==> src/conv_pw_defs.svh <==
`ifndef CONV_PW_DEFS_SVH
`define CONV_PW_DEFS_SVH

// feature map geometry
`define LWIDTH  8   // height and width fields
`define FEASIZE 10  // feature memory address, 1024 pixels max

// pipeline depths
`define D_CONV  2   // operand register + product register
`define D_ACCUM 1   // output register after the memory read

// datapath widths, all signed
`define PIX_W   8
`define FEAT_W  24

`endif

==> src/conv_pw_pkg.sv <==
`include "conv_pw_defs.svh"

package conv_pw_pkg;

  // phase of the surrounding core, driven from outside
  typedef enum logic [1:0] {
    CORE_WAIT    = 2'd0,
    CORE_NETWORK = 2'd1,
    CORE_INPUT   = 2'd2,
    CORE_OUTPUT  = 2'd3
  } core_state_t;

  // stream framing strobes
  typedef struct packed {
    logic start;
    logic valid;
    logic stop;
  } ctrl_t;

  typedef logic signed [`PIX_W-1:0]   pix_t;   // pixel or weight
  typedef logic signed [2*`PIX_W-1:0] prod_t;  // full precision product
  typedef logic signed [`FEAT_W-1:0]  feat_t;  // accumulated feature

endpackage

==> src/delay_line.sv <==
`timescale 1ns/1ps

module delay_line #(
  parameter type T     = logic,
  parameter int  DEPTH = 1
) (
  input  logic clk,
  input  logic xrst,
  input  T     d,
  output T     q
);

  T stage [DEPTH];  // stage[0] sees d first

  always_ff @(posedge clk) begin
    if (!xrst) begin
      for (int i = 0; i < DEPTH; i++) begin
        stage[i] <= '0;
      end
    end else begin
      stage[0] <= d;
      for (int i = 1; i < DEPTH; i++) begin
        stage[i] <= stage[i-1];
      end
    end
  end

  assign q = stage[DEPTH-1];

endmodule

==> src/conv_ctrl.sv <==
`timescale 1ns/1ps
`include "conv_pw_defs.svh"

module conv_ctrl (
  input  logic                     clk,
  input  logic                     xrst,
  input  logic                     in_start,
  input  logic                     in_valid,
  input  logic                     in_stop,
  input  conv_pw_pkg::core_state_t core_state,
  input  logic [`LWIDTH-1:0]       fea_height,
  input  logic [`LWIDTH-1:0]       fea_width,
  input  logic                     first_input,
  input  logic                     last_input,
  output logic                     mem_feat_we,
  output logic                     mem_feat_rst,
  output logic [`FEASIZE-1:0]      mem_feat_raddr,
  output logic [`FEASIZE-1:0]      mem_feat_waddr,
  output logic                     conv_oe,
  output logic                     out_start,
  output logic                     out_valid,
  output logic                     out_stop
);

  import conv_pw_pkg::*;

  localparam int OUT_DEPTH = `D_CONV + `D_ACCUM;

  typedef enum logic {
    S_WAIT,
    S_ACTIVE
  } state_t;

  state_t               state;
  core_state_t          core_q;
  logic                 wait_back;   // output sweep done, hold until next start
  logic                 first_q;
  logic                 last_q;
  logic [`LWIDTH-1:0]   height_q;
  logic [`LWIDTH-1:0]   width_q;
  logic [`LWIDTH-1:0]   conv_x;
  logic [`LWIDTH-1:0]   conv_y;
  logic                 x_last;
  logic                 y_last;
  logic                 out_issue;
  logic [`FEASIZE-1:0]  feat_addr;
  logic [1:0]           we_rst_d;    // {we, rst}
  logic [1:0]           we_rst_q;
  ctrl_t                ctrl_d;
  ctrl_t                ctrl_mid;
  ctrl_t                ctrl_out;

  // ==================================================
  // layer FSM and raster position
  // ==================================================

  always_ff @(posedge clk) begin
    if (!xrst) begin
      state <= S_WAIT;
    end else begin
      case (state)
        S_WAIT:   if (in_start) state <= S_ACTIVE;
        S_ACTIVE: if (out_stop) state <= S_WAIT;
        default:  state <= S_WAIT;
      endcase
    end
  end

  always_ff @(posedge clk) begin
    if (!xrst) begin
      core_q  <= CORE_WAIT;
      first_q <= 1'b0;
      last_q  <= 1'b0;
    end else begin
      core_q  <= core_state;
      first_q <= first_input;
      last_q  <= last_input;
    end
  end

  // dimensions only taken on the first start of a layer
  always_ff @(posedge clk) begin
    if (!xrst) begin
      height_q <= '0;
      width_q  <= '0;
    end else if (state == S_WAIT && in_start) begin
      height_q <= fea_height;
      width_q  <= fea_width;
    end
  end

  assign x_last    = (conv_x == width_q - 1'b1);
  assign y_last    = (conv_y == height_q - 1'b1);
  assign out_issue = (state == S_ACTIVE) && (core_q == CORE_OUTPUT) && !wait_back;

  always_ff @(posedge clk) begin
    if (!xrst) begin
      conv_x <= '0;
      conv_y <= '0;
    end else if (out_issue) begin
      if (x_last) begin
        conv_x <= '0;
        if (y_last) begin
          conv_y <= '0;
        end else begin
          conv_y <= conv_y + 1'b1;
        end
      end else begin
        conv_x <= conv_x + 1'b1;
      end
    end else if (state != S_ACTIVE || core_q != CORE_OUTPUT) begin
      conv_x <= '0;
      conv_y <= '0;
    end
  end

  always_ff @(posedge clk) begin
    if (!xrst) begin
      wait_back <= 1'b0;
    end else if (in_start) begin
      wait_back <= 1'b0;
    end else if (out_issue && x_last && y_last) begin
      wait_back <= 1'b1;  // last result address issued
    end
  end

  // ==================================================
  // feature memory control
  // ==================================================

  always_ff @(posedge clk) begin
    if (!xrst) begin
      feat_addr <= '0;
    end else if (in_stop || wait_back) begin
      feat_addr <= '0;
    end else if (core_q == CORE_INPUT && in_valid) begin
      feat_addr <= feat_addr + 1'b1;
    end else if (out_issue) begin
      feat_addr <= feat_addr + 1'b1;
    end
  end

  assign we_rst_d = {in_valid, in_valid && first_q};  // first channel overwrites

  delay_line #(.T(logic [1:0]), .DEPTH(`D_CONV)) u_we_dly (
    .clk  (clk),
    .xrst (xrst),
    .d    (we_rst_d),
    .q    (we_rst_q)
  );

  assign mem_feat_we  = we_rst_q[1];
  assign mem_feat_rst = we_rst_q[0];

  // read one cycle ahead of the write so the stored sum meets the product
  delay_line #(.T(logic [`FEASIZE-1:0]), .DEPTH(`D_CONV-1)) u_addr_dly (
    .clk  (clk),
    .xrst (xrst),
    .d    (feat_addr),
    .q    (mem_feat_raddr)
  );

  always_ff @(posedge clk) begin
    if (!xrst) begin
      mem_feat_waddr <= '0;
    end else begin
      mem_feat_waddr <= mem_feat_raddr;
    end
  end

  // ==================================================
  // output control
  // ==================================================

  assign ctrl_d.start = (state == S_ACTIVE) && in_stop && last_q;
  assign ctrl_d.valid = out_issue;
  assign ctrl_d.stop  = out_issue && x_last && y_last;

  delay_line #(.T(ctrl_t), .DEPTH(OUT_DEPTH-1)) u_out_dly (
    .clk  (clk),
    .xrst (xrst),
    .d    (ctrl_d),
    .q    (ctrl_mid)
  );

  always_ff @(posedge clk) begin
    if (!xrst) begin
      ctrl_out <= '0;
    end else begin
      ctrl_out <= ctrl_mid;
    end
  end

  assign conv_oe   = ctrl_mid.valid;  // one cycle before out_valid
  assign out_start = ctrl_out.start;
  assign out_valid = ctrl_out.valid;
  assign out_stop  = ctrl_out.stop;

endmodule

==> config.mk <==
export PLATFORM = sky130hd
export DESIGN_NAME = conv_ctrl
export DESIGN_NICKNAME = d
export VERILOG_FILES = /design/src/conv_pw_pkg.sv /design/src/delay_line.sv /design/src/conv_ctrl.sv
export VERILOG_INCLUDE_DIRS = /design/src
export SDC_FILE = /design/constraint.sdc
export NUM_CORES = 1
export LEC_CHECK = 0
export BUFFER_PORTS_ARGS = -buffer_cell sky130_fd_sc_hd__clkbuf_2
export CORE_MARGIN = 2
export CORE_UTILIZATION = 51
export DETAILED_ROUTE_END_ITERATION = 6
export PLACE_DENSITY_LB_ADDON = 0.3
export SYNTH_ARGS = -nofsm -noshare
export SYNTH_HDL_FRONTEND = slang
export SYNTH_SLANG_ARGS = --single-unit
export TNS_END_PERCENT = 1
==> constraint.sdc <==
create_clock -name clk -period 2.6 [get_ports clk]
set_clock_uncertainty 0.15 [all_clocks]
set_input_delay 0.26 -clock clk [delete_from_list [all_inputs] [get_ports clk]]
set_output_delay 0.26 -clock clk [all_outputs]
set_load 0.03 [all_outputs]
**After elaboration in Yosys (flattened, before gate mapping)**

Memories as Yosys holds them, arrays and structs flattened.
Index checks and enable logic that the tools add are counted.

- Bits in registers: 61
- Latch bits: 0
- Memory bits (writable): 20
- Memory bits (read-only): 0
- Input port bits: 25
- Output and inout port bits: 26
- Logic and storage cells: 71
- Memories: 3

- Add/sub/neg operators: 5
- $mul: 0
- Divide/modulo/power cells: 0
- Magnitude comparators: 0
- Equal/unequal tests: 6
- Shift-type cells: 0
- Multiplexer cells: 19
- Bitwise operators: 6
- Reductions and logical operators: 18

Memory list:

| name | depth | width | rd ports | clocked after memory_dff | write ports | RTL line | source |
|---|---|---|---|---|---|---|---|
| u_addr_dly.stage | 1 | 10 | 1 | 0 | 1 | delay_line.sv:13 | `T stage [DEPTH];` |
| u_out_dly.stage | 2 | 3 | 2 | 0 | 2 | delay_line.sv:13 |  |
| u_we_dly.stage | 2 | 2 | 2 | 0 | 2 | delay_line.sv:13 |  |

Operators by type and width:

| kind | number |
|---|---|
| two-way mux 8 bit | 6 |
| two-way mux 10 bit | 3 |
| adder 8 x 1 -> 8 bit (second input constant) | 2 |
| equality test 8 bit | 2 |
| subtractor 8 x 1 -> 8 bit (second input constant) | 2 |
| adder 10 x 1 -> 10 bit (second input constant) | 1 |
| OR reduction 10 bit | 1 |
| logical AND 1 bit | 9 |
| two-way mux 3 bit | 2 |
| two-way mux 1 bit | 5 |
| equality test 2 bit (second input constant) | 2 |
| two-way mux 2 bit | 2 |
| inequality test 2 bit (second input constant) | 2 |
| bitwise OR 1 bit | 4 |
| nonzero test 2 bit | 2 |
| OR reduction 2 bit | 2 |
| logical OR 1 bit | 2 |
| inverter 1 bit | 2 |
| case mux 1 bit (2 select lines) | 1 |
| AND reduction 2 bit | 1 |
| logical NOT 1 bit | 1 |

**Logic depth before layout (Yosys ltp)**

- Depth in word-level cells: 6
- Mapped depth: 9

**By module**

A second synthesis with hierarchy kept.

- Cells, all modules: 399
- Area total of the unflattened synthesis: 3,487.1 um^2

Modules (own cells, without submodules):

| module | times used | cells an instance | area an instance (um^2) |
|---|---|---|---|
| conv_ctrl | 1 | 354 | 2,924.1 |
| delay_line (u_addr_dly) | 1 | 20 | 262.8 |
| delay_line (u_out_dly) | 1 | 15 | 180.2 |
| delay_line (u_we_dly) | 1 | 10 | 120.1 |

**Least setup slack after synthesis**

Ideal clock, no wire load.

- Path kind: reg2reg
- Start point: register width_q[2]
- End point: register conv_y[0]
- Library setup time: 0.121 ns
- Data arrival time: 2.153 ns
- Setup slack: 0.177 ns
- Cell stages (with the launch flop): 9
- Buffers on the path: 2
- Cells stage by stage: dfxtp_1 > buf_6 > or4_4 > o221a_1 > a311oi_2 > a211oi_2 > and3b_1 > buf_6 > mux2_2

- Cells in the longest elaborated chain, start to end: 4

Ends and longest elaborated chain:

| item | RTL line | source |
|---|---|---|
| from (decl) | conv_ctrl.sv:40 | `` logic [`LWIDTH-1:0] width_q; `` |
| from (signal assigned) | conv_ctrl.sv:88 | `width_q <= fea_width;` |
| subtractor 8 x 1 -> 8 bit | conv_ctrl.sv:92 | `assign x_last = (conv_x == width_q - 1'b1);` |
| equality test 8 bit | conv_ctrl.sv:92 |  |
| inequality test 2 bit (no line) | n/a |  |
| AND reduction 2 bit (no line) | n/a |  |
| to (signal assigned) | conv_ctrl.sv:106 | `conv_y <= conv_y + 1'b1;` |
| to (decl) | conv_ctrl.sv:42 | `` logic [`LWIDTH-1:0] conv_y; `` |

Every way passes these cells.
A chain may end at the register's enable or synchronous reset.

**Worst setup path after layout**

- Start point: register width_q[0]
- End point: register conv_y[0]

The elaborated chain is that of the path after synthesis.

==> impl_metrics.yaml <==
worst_setup_path:
  critical_path_required_ns: 2.69
  arrival_ns: 2.62
  crit_buf_inv: 0
  cp.depth: 6
  slowest_delay_ns: 0.55
  path_class: "flip-flop to flip-flop"
  path_max_fanout: 8
  cp-end-kind: "flip-flop"
  slowest_stage: "or4_4"
  crit_family: "simple AND/OR/NAND/NOR gates"
  worst-r2r-cell-count: 6
  cp_cell_sequence: "or4_4 > o221a_1 > a311oi_2 > a211oi_2 > and3b_2 > mux2_2"
  crit_path_start_kind: "flip-flop"
floorplan:
  start_util_pct: 53.5
  io_pins: 51
  rows: 29
  fp.dieH_um: 86.3
  core_um2: 6460
  die_area_um2: 7450
  die_w_um: 86.3
clock_tree:
  cts_buffer_depth: 2
  tritoncts: "yes"
  cts.sinks: 81
  clk_latency_ns: 0.35
  cts_root_buffer: "clkbuf_8"
  clkSlewWorstSetupHoldPaths_ns: 0.09
  cts_max_level: 3
  cts_buffers: 9
place:
  dp_hpwl_um: 4780
  io_buffer_count: 50
  place_congestion: 0.860
  detailed_place.area_um2: 3790
  place_ws_ns: 0.0864
route:
  drc_errors: 0
  routed_wl_um: 7000
  drt-initial-drc-count: 84
  dr.pass1.iters: 4
  num_vias: 2819
  via_per_inst: 5.32
  wl_per_cell_um: 13.2
  detail-route-antenna-nets: 0
cells_and_area:
  diodes: 0
  syn2layout_area_growth_pct: 22.3
  mostFrequentLayoutCell: "dfxtp_1"
  final_cell_area_um2: 4220
  seqCellArea_um2: 1620
  drive_gt1_share_pct: 21.0
  final_cell_mix: "80 x dfxtp_1, 50 x clkbuf_2, 45 x nand2_1, 34 x and2_1, 22 x dlygate4sd3_1"
  final_util_pct: 65.4
  multi_input_area_um2: 1700
  nets: 478
  fillers: 542
global_route:
  antenna_found_initial: 0
  grt_max_degree: 56
  grtUsageTotal_pct: 20.1
  grt_first_pass_wirelength_um: 11900
  grt-ovfl-total: 0
  grt_pass1_vias: 2592
synth:
  synth_cell_types: 52
  ys_seq_area_share_pct: 46.9
  synthArstFlopShare_pct: 0
  syn-cell-area_um2: 3450
  ys.flop_type: "dfxtp_1"
  synthCells: 373
  ys_seq_elements: 81
  syn_area_per_cell_um2: 9.26
  syn_nets: 403
  synth_edf_count: 0
  ys_warn_count: 0
sta:
  min_period_ns: 2.53
  rsz0062_at_grt: "false"
  drv_slew: 0
  slew-limit-headroom_pct: 57.3
  max_freq_mhz: 396
  tns_ns: 0
  fin_ws_ns: 0.0749
  worst_pin_slew_ns: 0.641
  setup_viol: 0
  hold_viol: 0
  fin_crit_sh_pct: 97.1
power_and_ir_drop:
  leakage_nw: 1.82
  powerDensity_nw_per_um2: 576
  vdd_drop_max_uv: 361
  power_mw: 2.43
hold_path:
  hold_depth: 2
  hold_class: "input port to flip-flop"
run:
  drv_cap: 0
status:
  status: "finished, final reports clean"
-- cell type report --
type,instances,share of cell area (%)
tap,77,2.28
sequential,81,38.4
timing repair buffer,83,13.1
clock inverter,7,1.98
clock buffer,9,2.93
multi-input combinational,262,40.3
inverter,11,0.977
-- cell usage after synthesis (3+ instances only) --
master,n,share of area [%]
nor3_1,4,0.58
or4_1,3,0.65
o31ai_1,3,0.65
and3_1,14,2.5
nand2_1,45,4.9
a21oi_1,10,1.4
nor4_1,3,0.54
a21boi_0,16,3.5
xnor2_1,11,2.8
o21ai_0,4,0.58
or3_1,10,1.8
nand2b_1,3,0.54
ha_1,5,1.8
nand3_1,10,1.4
nand4_1,3,0.54
nor2_1,18,2.0
clkbuf_1,14,1.5
dfxtp_1,81,47
a21o_1,4,0.87
xor2_1,15,3.8
inv_1,11,1.2
a31o_2,8,2.0
o32ai_1,6,1.5
nor3b_1,5,1.1
and2_1,34,6.2
-- kinds of logic after synthesis --
| family | Yosys count | share of synthesized area [%] |
|---|---|---|
| xor gates and xnor gates | 26 | 6.59 |
| AOI/OAI and AO/OA | 65 | 14.5 |
| buffers and inverters | 30 | 3.80 |
| and+or+nand+nor | 164 | 25.7 |
| adders and majority gates | 5 | 1.81 |
| DFF | 81 | 46.9 |
| muxes | 2 | 0.616 |
-- metal layers --
layer  global-route usage (%)  up-vias  wire length [um]
met2                     31.9       52              3330
met4                     7.81        0               111
met5                        0        -                 0
met1                     27.2     1311              3300
li1                         -     1446                 -
met3                     4.00       10               259
-- worst register-to-register path, stage by stage (launching register included) --
cell and delay [ns]:
dfxtp_2 0.35, or4_4 0.55, o221a_1 0.27, a311oi_2 0.34, a211oi_2 0.16, and3b_2 0.32
mux2_2 0.28
-- sequential cells by signal, indices dropped and copies added, names as in the netlist, 4 cells and up --
signal            flops
mem_feat_waddr       10
conv_x                8
u_we_dly.stage        4
conv_y                8
feat_addr            10
u_addr_dly.stage     10
height_q              8
u_out_dly.stage       6
width_q               8
-- metrics by stage --
stage,instances,hold WS (ns)
5_1_grt,530,0.0679
2_1_floorplan,373,0.186
6_report,530,0.0523
3_3_place_gp,492,0.264
4_1_cts,530,0.0439
3_5_place_dp,492,0.269
-- timing repair --
action | CTS | global route
setup buffers | 0 | 0
setup endpoints to repair | 0 | 11
hold endpoints to repair | 22 | 0
gates resized for setup | 0 | 2
hold buffers | 22 | 0
-- power by group --
group	total (mW)	internal [mW]	switching [mW]
logic	0.200	0.102	0.0985
clock network	0.952	0.462	0.490
registers	1.28	1.26	0.0208
-- final timing paths --
| check | start | endpoint | slack [ns] |
|---|---|---|---|
| worst max register to register | width_q[0] | conv_y[0] | 0.07 |
| worst min register to register | u_out_dly.stage[0][0] | u_out_dly.stage[0][3] | 0.29 |
| worst min-delay path | in_stop | u_out_dly.stage[0][2] | 0.05 |
| worst max-delay path | width_q[0] | conv_y[0] | 0.07 |
Note: power is estimated with default switching activity, not from simulation.
