<file path="config.mk">
export PLATFORM = sky130hd
export DESIGN_NAME = conv_mac
export DESIGN_NICKNAME = d
export VERILOG_FILES = /design/src/conv_pw_pkg.sv /design/src/conv_mac.sv
export VERILOG_INCLUDE_DIRS = /design/src
export SDC_FILE = /design/constraint.sdc
export NUM_CORES = 1
export LEC_CHECK = 0
export BUFFER_PORTS_ARGS = -buffer_cell sky130_fd_sc_hd__buf_2
export CAP_MARGIN = 20
export CORE_MARGIN = 2
export CORE_UTILIZATION = 30
export CTS_CLUSTER_SIZE = 16
export DETAILED_ROUTE_END_ITERATION = 8
export GPL_ROUTABILITY_DRIVEN = 0
export PLACE_DENSITY = 0.56
export SLEW_MARGIN = 20
export SYNTH_ARGS = -nofsm -noshare
export SYNTH_HDL_FRONTEND = slang
export SYNTH_SLANG_ARGS = --single-unit
</file>
<file path="constraint.sdc">
create_clock -name clk -period 6 [get_ports clk]
set_clock_uncertainty 0.2 [all_clocks]
set_input_delay 0 -clock clk [delete_from_list [all_inputs] [get_ports clk]]
set_output_delay 0 -clock clk [all_outputs]
set_load 0.01 [all_outputs]
</file>
<file path="src/conv_pw_defs.svh">
`ifndef CONV_PW_DEFS_SVH
`define CONV_PW_DEFS_SVH

// feature map geometry
`define LWIDTH  8   // height and width fields
`define FEASIZE 10  // feature memory address, 1024 pixels max

// pipeline depths
`define D_CONV  2   // operand register + product register
`define D_ACCUM 1   // output register after the memory read

// datapath widths, all signed
`define PIX_W   8
`define FEAT_W  24

`endif

</file>
<file path="src/conv_pw_pkg.sv">
`include "conv_pw_defs.svh"

package conv_pw_pkg;

  // phase of the surrounding core, driven from outside
  typedef enum logic [1:0] {
    CORE_WAIT    = 2'd0,
    CORE_NETWORK = 2'd1,
    CORE_INPUT   = 2'd2,
    CORE_OUTPUT  = 2'd3
  } core_state_t;

  // stream framing strobes
  typedef struct packed {
    logic start;
    logic valid;
    logic stop;
  } ctrl_t;

  typedef logic signed [`PIX_W-1:0]   pix_t;   // pixel or weight
  typedef logic signed [2*`PIX_W-1:0] prod_t;  // full precision product
  typedef logic signed [`FEAT_W-1:0]  feat_t;  // accumulated feature

endpackage

</file>
<file path="src/conv_mac.sv">
`timescale 1ns/1ps
`include "conv_pw_defs.svh"

module conv_mac (
  input  logic                clk,
  input  logic                xrst,
  input  conv_pw_pkg::pix_t   pixel,
  input  conv_pw_pkg::pix_t   weight,
  output conv_pw_pkg::prod_t  prod
);

  import conv_pw_pkg::*;

  pix_t  pixel_q;
  pix_t  weight_q;
  prod_t prod_pipe [`D_CONV-1];  // product stages after the operand register

  always_ff @(posedge clk) begin
    if (!xrst) begin
      pixel_q  <= '0;
      weight_q <= '0;
    end else begin
      pixel_q  <= pixel;
      weight_q <= weight;
    end
  end

  // signed 8x8, both operands signed so the product sign extends
  always_ff @(posedge clk) begin
    if (!xrst) begin
      for (int i = 0; i < `D_CONV-1; i++) begin
        prod_pipe[i] <= '0;
      end
    end else begin
      prod_pipe[0] <= pixel_q * weight_q;
      for (int i = 1; i < `D_CONV-1; i++) begin
        prod_pipe[i] <= prod_pipe[i-1];
      end
    end
  end

  assign prod = prod_pipe[`D_CONV-2];

endmodule

</file>
After elaboration in Yosys (flattened, before gate mapping)
Memory sizes are Yosys's and may differ from the RTL's.
Index checks and enable logic that the tools add are counted.
- multiply operators: 1
- mux-type cells: 4
- reduce and logical (&&, ||, !) cells: 1
- operators with widths (operator ; count):
    8-bit by 8-bit multiplier with 16-bit output ; 1
    16-bit two-way mux ; 1
    16-bit OR reduction ; 1
    1-bit two-way mux ; 3
- register bits after elaboration: 16
- RAM bits: 16
- input bits: 18
- output and inout bits: 16
- memories kept: 1
- memories (name ; words ; width ; rd ports ; clocked after Yosys merged registers in ; write ports ; line ; RTL):
    prod_pipe ; 1 ; 16 ; 1 ; 0 ; 1 ; conv_mac.sv:16 ; prod_t prod_pipe [`D_CONV-1];

Longest topological paths before layout
Gate-level depths: netlist (run 1).
- word-level depth: 3
- gate-level depth with buffers: 17

Worst setup path after synthesis (run 1)
OpenSTA, ideal clock, no wires.
- path type: register to register
- from: register weight_q[7]
- to: memory prod_pipe[0][14] (netlist bit)
- setup time: 0.134 ns
- arrival time: 3.932 ns
- slack: 1.733 ns
- stages on the path, launching flop included: 15
- period minus slack after synthesis: 4.267 ns
- cells stage by stage: dfxtp_1 nand2b_1 fa_1 fa_1 inv_1 fa_1 inv_1 fa_1 inv_1 ha_1 o21a_1 o31a_1 o32ai_4 nand4b_1 o311ai_1
- word-level cells in the longest chain between the ends: 2
- ends and longest elaborated chain (element ; line ; RTL):
    start, declared ; conv_mac.sv:15 ; pix_t weight_q;
    start signal, assigned ; conv_mac.sv:24 ; weight_q <= weight;
    8-bit by 8-bit multiplier with 16-bit output ; conv_mac.sv:35 ; prod_pipe[0] <= pixel_q * weight_q;
    16-bit two-way mux (no source line) ; - ;
    end, declared ; conv_mac.sv:16 ;
Every way passes these cells.

Worst setup path after layout (run 1)
- from: register weight_q[2]
- to: memory prod_pipe[0][15] (netlist bit)
The elaborated chain is that of the path after synthesis.

==> results.yml, run 1 <==
synth:
  synth_top_area_share_pct: 32.1
  synth_fp_nets: 460
  avgSynthCellArea_um2: 9.57
  post-synth-top-area-cell: "fa_1"
  netlist_instances: 358
  ys_types: 35
  synthesis.area_mm2: 0.00343
  synth.area.top_cells: "fa_1, dfxtp_1, and2_1, ha_1, inv_1"
  yosysWarnings: 0
  synth-seq-cells: 32
  yosysSeqAreaShare_pct: 18.7
cts:
  path_clk_slew_ns: 0.06
  cts_max_level: 2
  post_cts_buffers: 0
  cts_root_buf: "clkbuf_16"
  cts_tree: "yes"
  cts_buffer_depth: 2
  cts_sinks: 32
  insertion_delay_ns: 0.28
  cts_buffers: 5
global_routing:
  grt_pass1_vias: 2696
  grt_pass1_wl_um: 11900
  grt_overflow_total: 0
  antenna_found_initial: 0
  grt_usage_pct: 11.9
  grt_start_max_net_pins: 27
place:
  placed_cells: 532
  post-place-ws_ns: 1.44
  portBuffers: 33
  dp_hpwl_um: 5140
setup_path:
  path_max_fanout: 8
  cpMostUsedCell: "fa_1"
  cpPeakStageDelay_ns: 0.76
  cpMaxStageDelayCell: "fa_1"
  cp_cell_sequence: "nand2_1 > fa_1 > fa_1 > fa_1 > fa_1 > inv_1 > ha_1 > or3_1 > o21ai_0 > a31oi_1 > o21a_1 > o21a_1"
  startpoint_type: "flip-flop"
  critPathRequiredTime_ns: 5.98
  arrival_ns: 4.51
  worst_setup_path_end_kind: "flip-flop"
  r2r_slack_ns: 1.47
  critPathKind: "reg -> reg"
timing:
  min_period_over_period_pct: 75.5
  maxSlewViolCount: 0
  rsz0062_at_grt: "no"
  slew_headroom_pct: 69.7
  finalSetupViolations: 0
  final-hold-violation-count: 0
  period_minus_slack_ns: 4.53
  setup_tns_ns: 0
  fmax_ghz: 0.221
  worst_pin_slew_ns: 0.454
  setup_ws_ns: 1.47
route:
  met2_length_um: 3390
  routed.top_layer: "met4"
  vias_per_cell: 4.29
  drc: 0
  drtIter0Drc: 39
  vias: 2392
  met1Wirelength_um: 2700
  drtAntennaViolNets: 0
  wl_per_cell_um: 11.5
  wl_met3_um: 193
  dr.pass1.iters: 4
  totalWireLength_um: 6410
pwr:
  seqPwrFrac_pct: 31.6
  combPwrFrac_pct: 36.1
  vdd_drop_max_v: 0.000112
  p_per_area_mw_per_mm2: 197
  p_switching_mw: 0.280
  p_leak_nw: 2.00
  p_int_mw: 0.524
  clkPwrFrac_pct: 32.3
  power_mw: 0.804
  swShare_pct: 34.8
final_layout:
  nets: 515
  diodes: 0
  final_layout_size_suffix_gt1_share_pct: 11.6
  fin_util_pct: 36.2
  layoutNonFillerInstCount: 557
  final.fill_count: 1142
  multi_input_comb_area_mm2: 0.00245
  final_common_cell: "inv_1"
  syn2layout_area_growth_pct: 19.1
  final_cell_mix: "inv_1, and2_1, fa_1"
  regArea_um2: 641
floorplan:
  core_area_mm2: 0.0113
  die_area_mm2: 0.0123
  pin_count: 34
  die_w_um: 111
  start_util_pct: 30.4
  rows: 39
  die_y_um: 111
worst_hold_path:
  hp-class: "in -> reg"
status:
  outcome: "completed"
flow_run:
  max-cap-violations: 0
==> synth_stat cells, drive strengths merged <==
| master | number |
|---|---|
| clkinv | 1 |
| o21a | 9 |
| nor2b | 8 |
| and2b | 1 |
| o311ai | 1 |
| o32ai | 1 |
| a2111oi | 1 |
| nand4b | 2 |
| mux2 | 1 |
| nor3b | 1 |
| nand2 | 18 |
| or3 | 2 |
| fa | 55 |
| a211oi | 2 |
| a31oi | 1 |
| nand2b | 2 |
| xor2 | 2 |
| nor3 | 7 |
| xnor2 | 8 |
| o31a | 1 |
| and2 | 62 |
| and3 | 2 |
| nor2 | 9 |
| inv | 86 |
| o21ai | 4 |
| ha | 29 |
| nand3 | 1 |
| a21o | 2 |
| a21oi | 5 |
| dfxtp | 32 |
| clkbuf | 2 |
==> stage by stage <==
stage	hold slack [ns]	instance area, um^2
floorplan	-0.0783	3430
global placement	0.00528	3760
detailed placement	0.00857	3760
CTS	0.252	4080
global route	0.268	4080
finish	0.256	4080
==> power groups by stage <==
stage	Clock (mW)	Sequential, mW	Combinational [mW]
after floorplan	0	0.264	0.210
after global placement	0	0.260	0.282
after detailed placement	0	0.259	0.286
after CTS	0.268	0.255	0.296
after global routing	0.275	0.258	0.341
final	0.260	0.254	0.290
==> critical path, delay by kind of cell (launching register included) <==
kind | cells | cell delay [ns]
AO/OA/AOI/OAI | 4 | 0.52
adder cells (fa/ha/maj) | 5 | 2.64
flip-flops | 1 | 0.47
buffers and inverters | 1 | 0.04
AND/OR/NAND/NOR | 2 | 0.56
==> repair_timing <==
action / 4_1_cts / 5_1_grt
hold buffers: 17 / 0
resized for setup: 0 / 0
endpoints found under the hold margin: 17 / 0
==> logic make-up after synthesis <==
| logic type | after synthesis | synth area share (%) |
|---|---|---|
| flops | 32 | 18.7 |
| fa+ha+maj | 84 | 42.7 |
| compound gates | 27 | 6.57 |
| buf+inv | 89 | 9.75 |
| mux | 1 | 0.329 |
| xor+xnor | 10 | 2.56 |
| simple gates | 115 | 19.4 |
==> state kept, by name, summed over array words and instances, names as in the netlist <==
name,count
pixel_q,8
prod_pipe,16
weight_q,8
==> final cells by class <==
class                      count  area share, %
multi-input combinational    237           60.1
inverter                      87           8.00
clock inverter                 3          0.582
clock buffer                   5           3.06
tap                          143           4.38
timing repair buffer          50           8.21
sequential                    32           15.7
==> path summary, 6_finish.rpt <==
check	startpoint	endpoint	cells after the start
setup / recovery	weight_q[2]	prod_pipe[0][15]	12
hold / removal	pixel[0]	pixel_q[0]	3
setup reg to reg	weight_q[2]	prod_pipe[0][15]	12
hold reg to reg	pixel_q[0]	prod_pipe[0][0]	1
==> per-layer routing <==
metal / global-route usage, % / vias to the layer above
met4: 3.75 / 0
met3: 2.24 / 7
met1: 13.4 / 1167
li1: - / 1186
met5: 0 / -
met2: 22.7 / 32
No activity file was read; power rests on OpenSTA's default activity.
==> run 2: changes to the inputs <==
clock period = 4.7 ns   (was 6 ns; I/O delays follow)
==> results.yml, run 2 (synthesis gave the netlist of run 1 again) <==
status:
  outcome: "completed"
setup_path:
  critPathRequiredTime_ns: 4.65
  cpLargestDelayFamily: "adder cells"
  startpoint_type: "flip-flop"
  arrival_ns: 4.47
  cpPeakStageDelay_ns: 0.53
  crit_buf_inv: 4
  path_max_fanout: 8
  worst_setup_path_end_kind: "flip-flop"
  critPathKind: "reg -> reg"
  cp_cell_sequence: "and2_1 > fa_1 > inv_1 > fa_1 > inv_1 > fa_1 > inv_1 > fa_1 > inv_1 > ha_1 > o21a_1 > o31a_1 > o32ai_4 > nand4b_1 > o311ai_1"
  cpMaxStageDelayCell: "fa_1"
final_layout:
  top_register: "prod_pipe"
  layoutNonFillerInstCount: 558
  final_cell_mix: "inv_1, and2_1, fa_1"
  final_layout_size_suffix_gt1_share_pct: 13.5
  final_common_cell: "inv_1"
  fin_util_pct: 36.5
  syn2layout_area_growth_pct: 19.9
  design_area_mm2: 0.00411
  largest_reg_flops: 16
  diodes: 0
  nets: 516
  top_regs: "prod_pipe: 16 flops, pixel_q: 8 flops, weight_q: 8 flops"
global_routing:
  grt_overflow_total: 0
  grt_usage_pct: 12.3
  grt_start_max_net_pins: 27
  grt_pass1_wl_um: 12300
  grt_pass1_vias: 2776
  antenna_found_initial: 0
cts:
  path_clk_slew_ns: 0.06
  cts_max_level: 2
  insertion_delay_ns: 0.28
  cts_buffer_depth: 2
  cts_root_buf: "clkbuf_16"
  cts_sinks: 32
  post_cts_buffers: 0
  cts_buffers: 5
  cts_tree: "yes"
timing:
  finalSetupViolations: 0
  rsz0062_at_grt: "no"
  final-hold-violation-count: 0
  worst_pin_slew_ns: 0.452
  setup_ws_ns: 0.188
  setup_tns_ns: 0
  fmax_ghz: 0.222
  min_period_over_period_pct: 96.0
  slew_headroom_pct: 69.9
  hold_slack_ns: 0.259
  maxSlewViolCount: 0
  period_minus_slack_ns: 4.51
floorplan:
  die_w_um: 111
  core_area_mm2: 0.0113
  start_util_pct: 30.4
  die_y_um: 111
  rows: 39
  pin_count: 34
  die_area_mm2: 0.0123
route:
  drtAntennaViolNets: 0
  totalWireLength_um: 6680
  drc: 0
  drtIter0Drc: 53
  dr.pass1.iters: 5
  vias_per_cell: 4.35
  vias: 2426
  wl_per_cell_um: 12.0
pwr:
  vdd_drop_max_v: 0.000139
  swShare_pct: 35.1
  p_per_area_mw_per_mm2: 252
  combPwrFrac_pct: 36.4
  p_int_mw: 0.672
  power_mw: 1.04
  seqPwrFrac_pct: 31.4
  p_leak_nw: 2.01
  clkPwrFrac_pct: 32.2
  p_switching_mw: 0.364
place:
  placed_cell_area_mm2: 0.00377
  portBuffers: 33
  placed_cells: 533
  dp_hpwl_um: 5360
  post-place-ws_ns: 0.135
worst_hold_path:
  hp-class: "in -> reg"
flow_run:
  max-cap-violations: 0
-- run 2: per-layer routing --
metal	wire length [um]	track usage (%)
met5	0	0
met4	145	3.58
met3	189	1.91
met2	3540	23.6
met1	2800	14.0
-- run 2: final cells by class --
type	instances	area, um^2
sequential	32	647
tap	143	179
clock inverter	3	23.8
clock buffer	5	125
inverter	87	327
multi-input combinational	237	2460
timing repair buffer	51	343
fill	1129	7160
-- run 2: worst reg2reg max path: stages (launching register included) --
cell and delay, ns:
dfxtp_1 0.39, and2_1 0.22, fa_1 0.51, inv_1 0.06, fa_1 0.47, inv_1 0.05, fa_1 0.53, inv_1 0.05
fa_1 0.53, inv_1 0.05, ha_1 0.37, o21a_1 0.21, o31a_1 0.15, o32ai_4 0.33, nand4b_1 0.16, o311ai_1 0.11
-- run 2: timing repair --
action | in CTS | in global routing
gates resized for setup | 0 | 8
endpoints found under the setup margin | 0 | 5
endpoints found under the hold margin | 17 | 0
hold buffers | 17 | 0
-- run 2: power by group through the flow --
stage,registers [mW],logic [mW],clock network [mW]
finish,0.326,0.377,0.334
global route,0.331,0.444,0.355
CTS,0.326,0.383,0.345
detailed placement,0.332,0.369,0
global placement,0.332,0.362,0
floorplan,0.337,0.268,0
-- run 2: path summary, 6_finish.rpt --
path / start / end / slack, ns / cells past startpoint
worst max-delay path: weight_q[3] / prod_pipe[0][14] / 0.19 / 15
worst min register to register: pixel_q[0] / prod_pipe[0][0] / 0.37 / 1
worst max register to register: weight_q[3] / prod_pipe[0][14] / 0.19 / 15
worst min-delay path: weight[0] / weight_q[0] / 0.26 / 3
==> run 3: changes to the inputs <==
CORE_UTILIZATION = 60   (was 30)
PLACE_DENSITY = 0.91   (was 0.56)
==> results.yml, run 3 (synthesis gave the netlist of run 1 again) <==
cts:
  cts_sinks: 32
  path_clk_slew_ns: 0.08
  insertion_delay_ns: 0.30
  cts_root_buf: "clkbuf_8"
  cts_max_level: 2
  post_cts_buffers: 0
  cts_buffer_depth: 2
  cts_tree: "yes"
  cts_buffers: 5
setup_path:
  rr_worst_depth: 13
  critPathRequiredTime_ns: 4.68
  cpPeakStageDelay_ns: 0.57
  r2r_slack_ns: 0.14
  critPathKind: "reg -> reg"
  startpoint_type: "flip-flop"
  arrival_ns: 4.55
  path_max_fanout: 8
  cpLargestDelayFamily: "adder cells"
  worst_setup_path_end_kind: "flip-flop"
  r2r_end: "prod_pipe[0][14]"
  cp_cell_sequence: "nand2_1 > fa_2 > fa_1 > inv_1 > fa_1 > inv_1 > fa_1 > inv_1 > ha_1 > or3_4 > o32ai_4 > nand4b_1 > o311ai_1"
  crit_buf_inv: 3
  cp-startpoint: "weight_q[2]"
  r2r-start: "weight_q[2]"
  cpMaxStageDelayCell: "fa_1"
timing:
  fmax_ghz: 0.219
  setup_tns_ns: 0
  worst_pin_slew_ns: 0.419
  final-hold-violation-count: 0
  setup_ws_ns: 0.138
  period_minus_slack_ns: 4.56
  slew_headroom_pct: 72.1
  hold_slack_ns: 0.397
  min_period_over_period_pct: 97.1
  finalSetupViolations: 0
  maxSlewViolCount: 0
worst_hold_path:
  whs_endpoint: "prod_pipe[0][0]"
  whs_path_depth: 1
  hp-class: "reg -> reg"
  min_from: "weight_q[0]"
floorplan:
  die_w_um: 79.6
  pin_count: 34
  rows: 27
  core_area_mm2: 0.00551
  start_util_pct: 62.2
  die_area_mm2: 0.00633
  die_y_um: 79.6
status:
  outcome: "completed"
pwr:
  p_leak_nw: 2.07
  power_mw: 0.968
  p_per_area_mw_per_mm2: 233
  vdd_drop_max_v: 0.000150
place:
  portBuffers: 33
  placed_cell_area_mm2: 0.00368
  dp_hpwl_um: 5030
  placed_cells: 462
  post-place-ws_ns: 0.134
global_routing:
  grt_overflow_total: 0
  grt_pass1_vias: 2866
  grt_usage_pct: 28.8
  grt_pass1_wl_um: 13400
  antenna_found_initial: 0
  grt_start_max_net_pins: 27
route:
  dr.pass1.iters: 7
  drtAntennaViolNets: 0
  totalWireLength_um: 7990
  wl_per_cell_um: 15.9
  vias_per_cell: 5.31
  drc: 0
  drtIter0Drc: 181
  vias: 2673
final_layout:
  top_register: "prod_pipe"
  regArea_um2: 653
  final_layout_size_suffix_gt1_share_pct: 14.8
  largest_reg_flops: 16
  top_regs: "prod_pipe: 16 flops, pixel_q: 8 flops, weight_q: 8 flops"
  nets: 532
  layoutNonFillerInstCount: 503
  design_area_mm2: 0.00416
  syn2layout_area_growth_pct: 21.4
  final_cell_mix: "inv_1, and2_1, fa_1"
  diodes: 0
  multi_input_comb_area_mm2: 0.00249
  fin_util_pct: 75.5
  final.fill_count: 340
  final_common_cell: "inv_1"
flow_run:
  max-cap-violations: 0
==> run 3: changes by cell type in the layout (fill, tap and decap cells not counted), sizes merged <==
cell | previous run | this run
dlygate4sd3 | 17 | 33
==> run 3: how the worst max path moves through the flow <==
stage,to,slack [ns],cells past startpoint
after floorplan,prod_pipe[0][14],0.43,14
after global placement,prod_pipe[0][14],0.27,14
after detailed placement,prod_pipe[0][13],0.13,14
after CTS,prod_pipe[0][15],0.12,12
after global routing,prod_pipe[0][14],-0.03,13
final,prod_pipe[0][14],0.14,13
==> run 3: cell type report <==
class / count / share of cell area, %
Clock buffer: 5 / 1.65
Inverter: 87 / 7.85
Multi-Input combinational cell: 237 / 60.0
Timing Repair Buffer: 67 / 12.1
Clock inverter: 3 / 0.572
Sequential cell: 32 / 15.7
Tap cell: 72 / 2.17
==> run 3: what timing repair did <==
action | 4_1_cts | 5_1_grt
resized for setup | 0 | 18
hold endpoints to repair | 21 | 0
hold buffers | 33 | 0
setup endpoints to repair | 0 | 5
==> run 3: worst register-to-register path, stage by stage (launching register included) <==
cell and delay, ns:
dfxtp_1 0.45, nand2_1 0.20, fa_2 0.55, fa_1 0.53
inv_1 0.06, fa_1 0.54, inv_1 0.07, fa_1 0.57
inv_1 0.05, ha_1 0.26, or3_4 0.36, o32ai_4 0.34
nand4b_1 0.16, o311ai_1 0.10
==> run 3: report_power, final <==
part	switching (mW)	internal [mW]	total [mW]
Sequential	0.0211	0.304	0.325
Combinational	0.228	0.186	0.414
Clock	0.125	0.105	0.230
Total	0.373	0.595	0.968
==> run 3: layer usage <==
| layer | vias up | routed length, um | global-route usage [%] | share of wire, % |
|---|---|---|---|---|
| met3 | 47 | 431 | 5.32 | 5.4 |
| met2 | 119 | 4290 | 54.1 | 54 |
| met5 | - | 0 | 0 | 0 |
| li1 | 1222 | - | - | - |
| met4 | 0 | 475 | 15.2 | 5.9 |
| met1 | 1285 | 2790 | 30.0 | 35 |
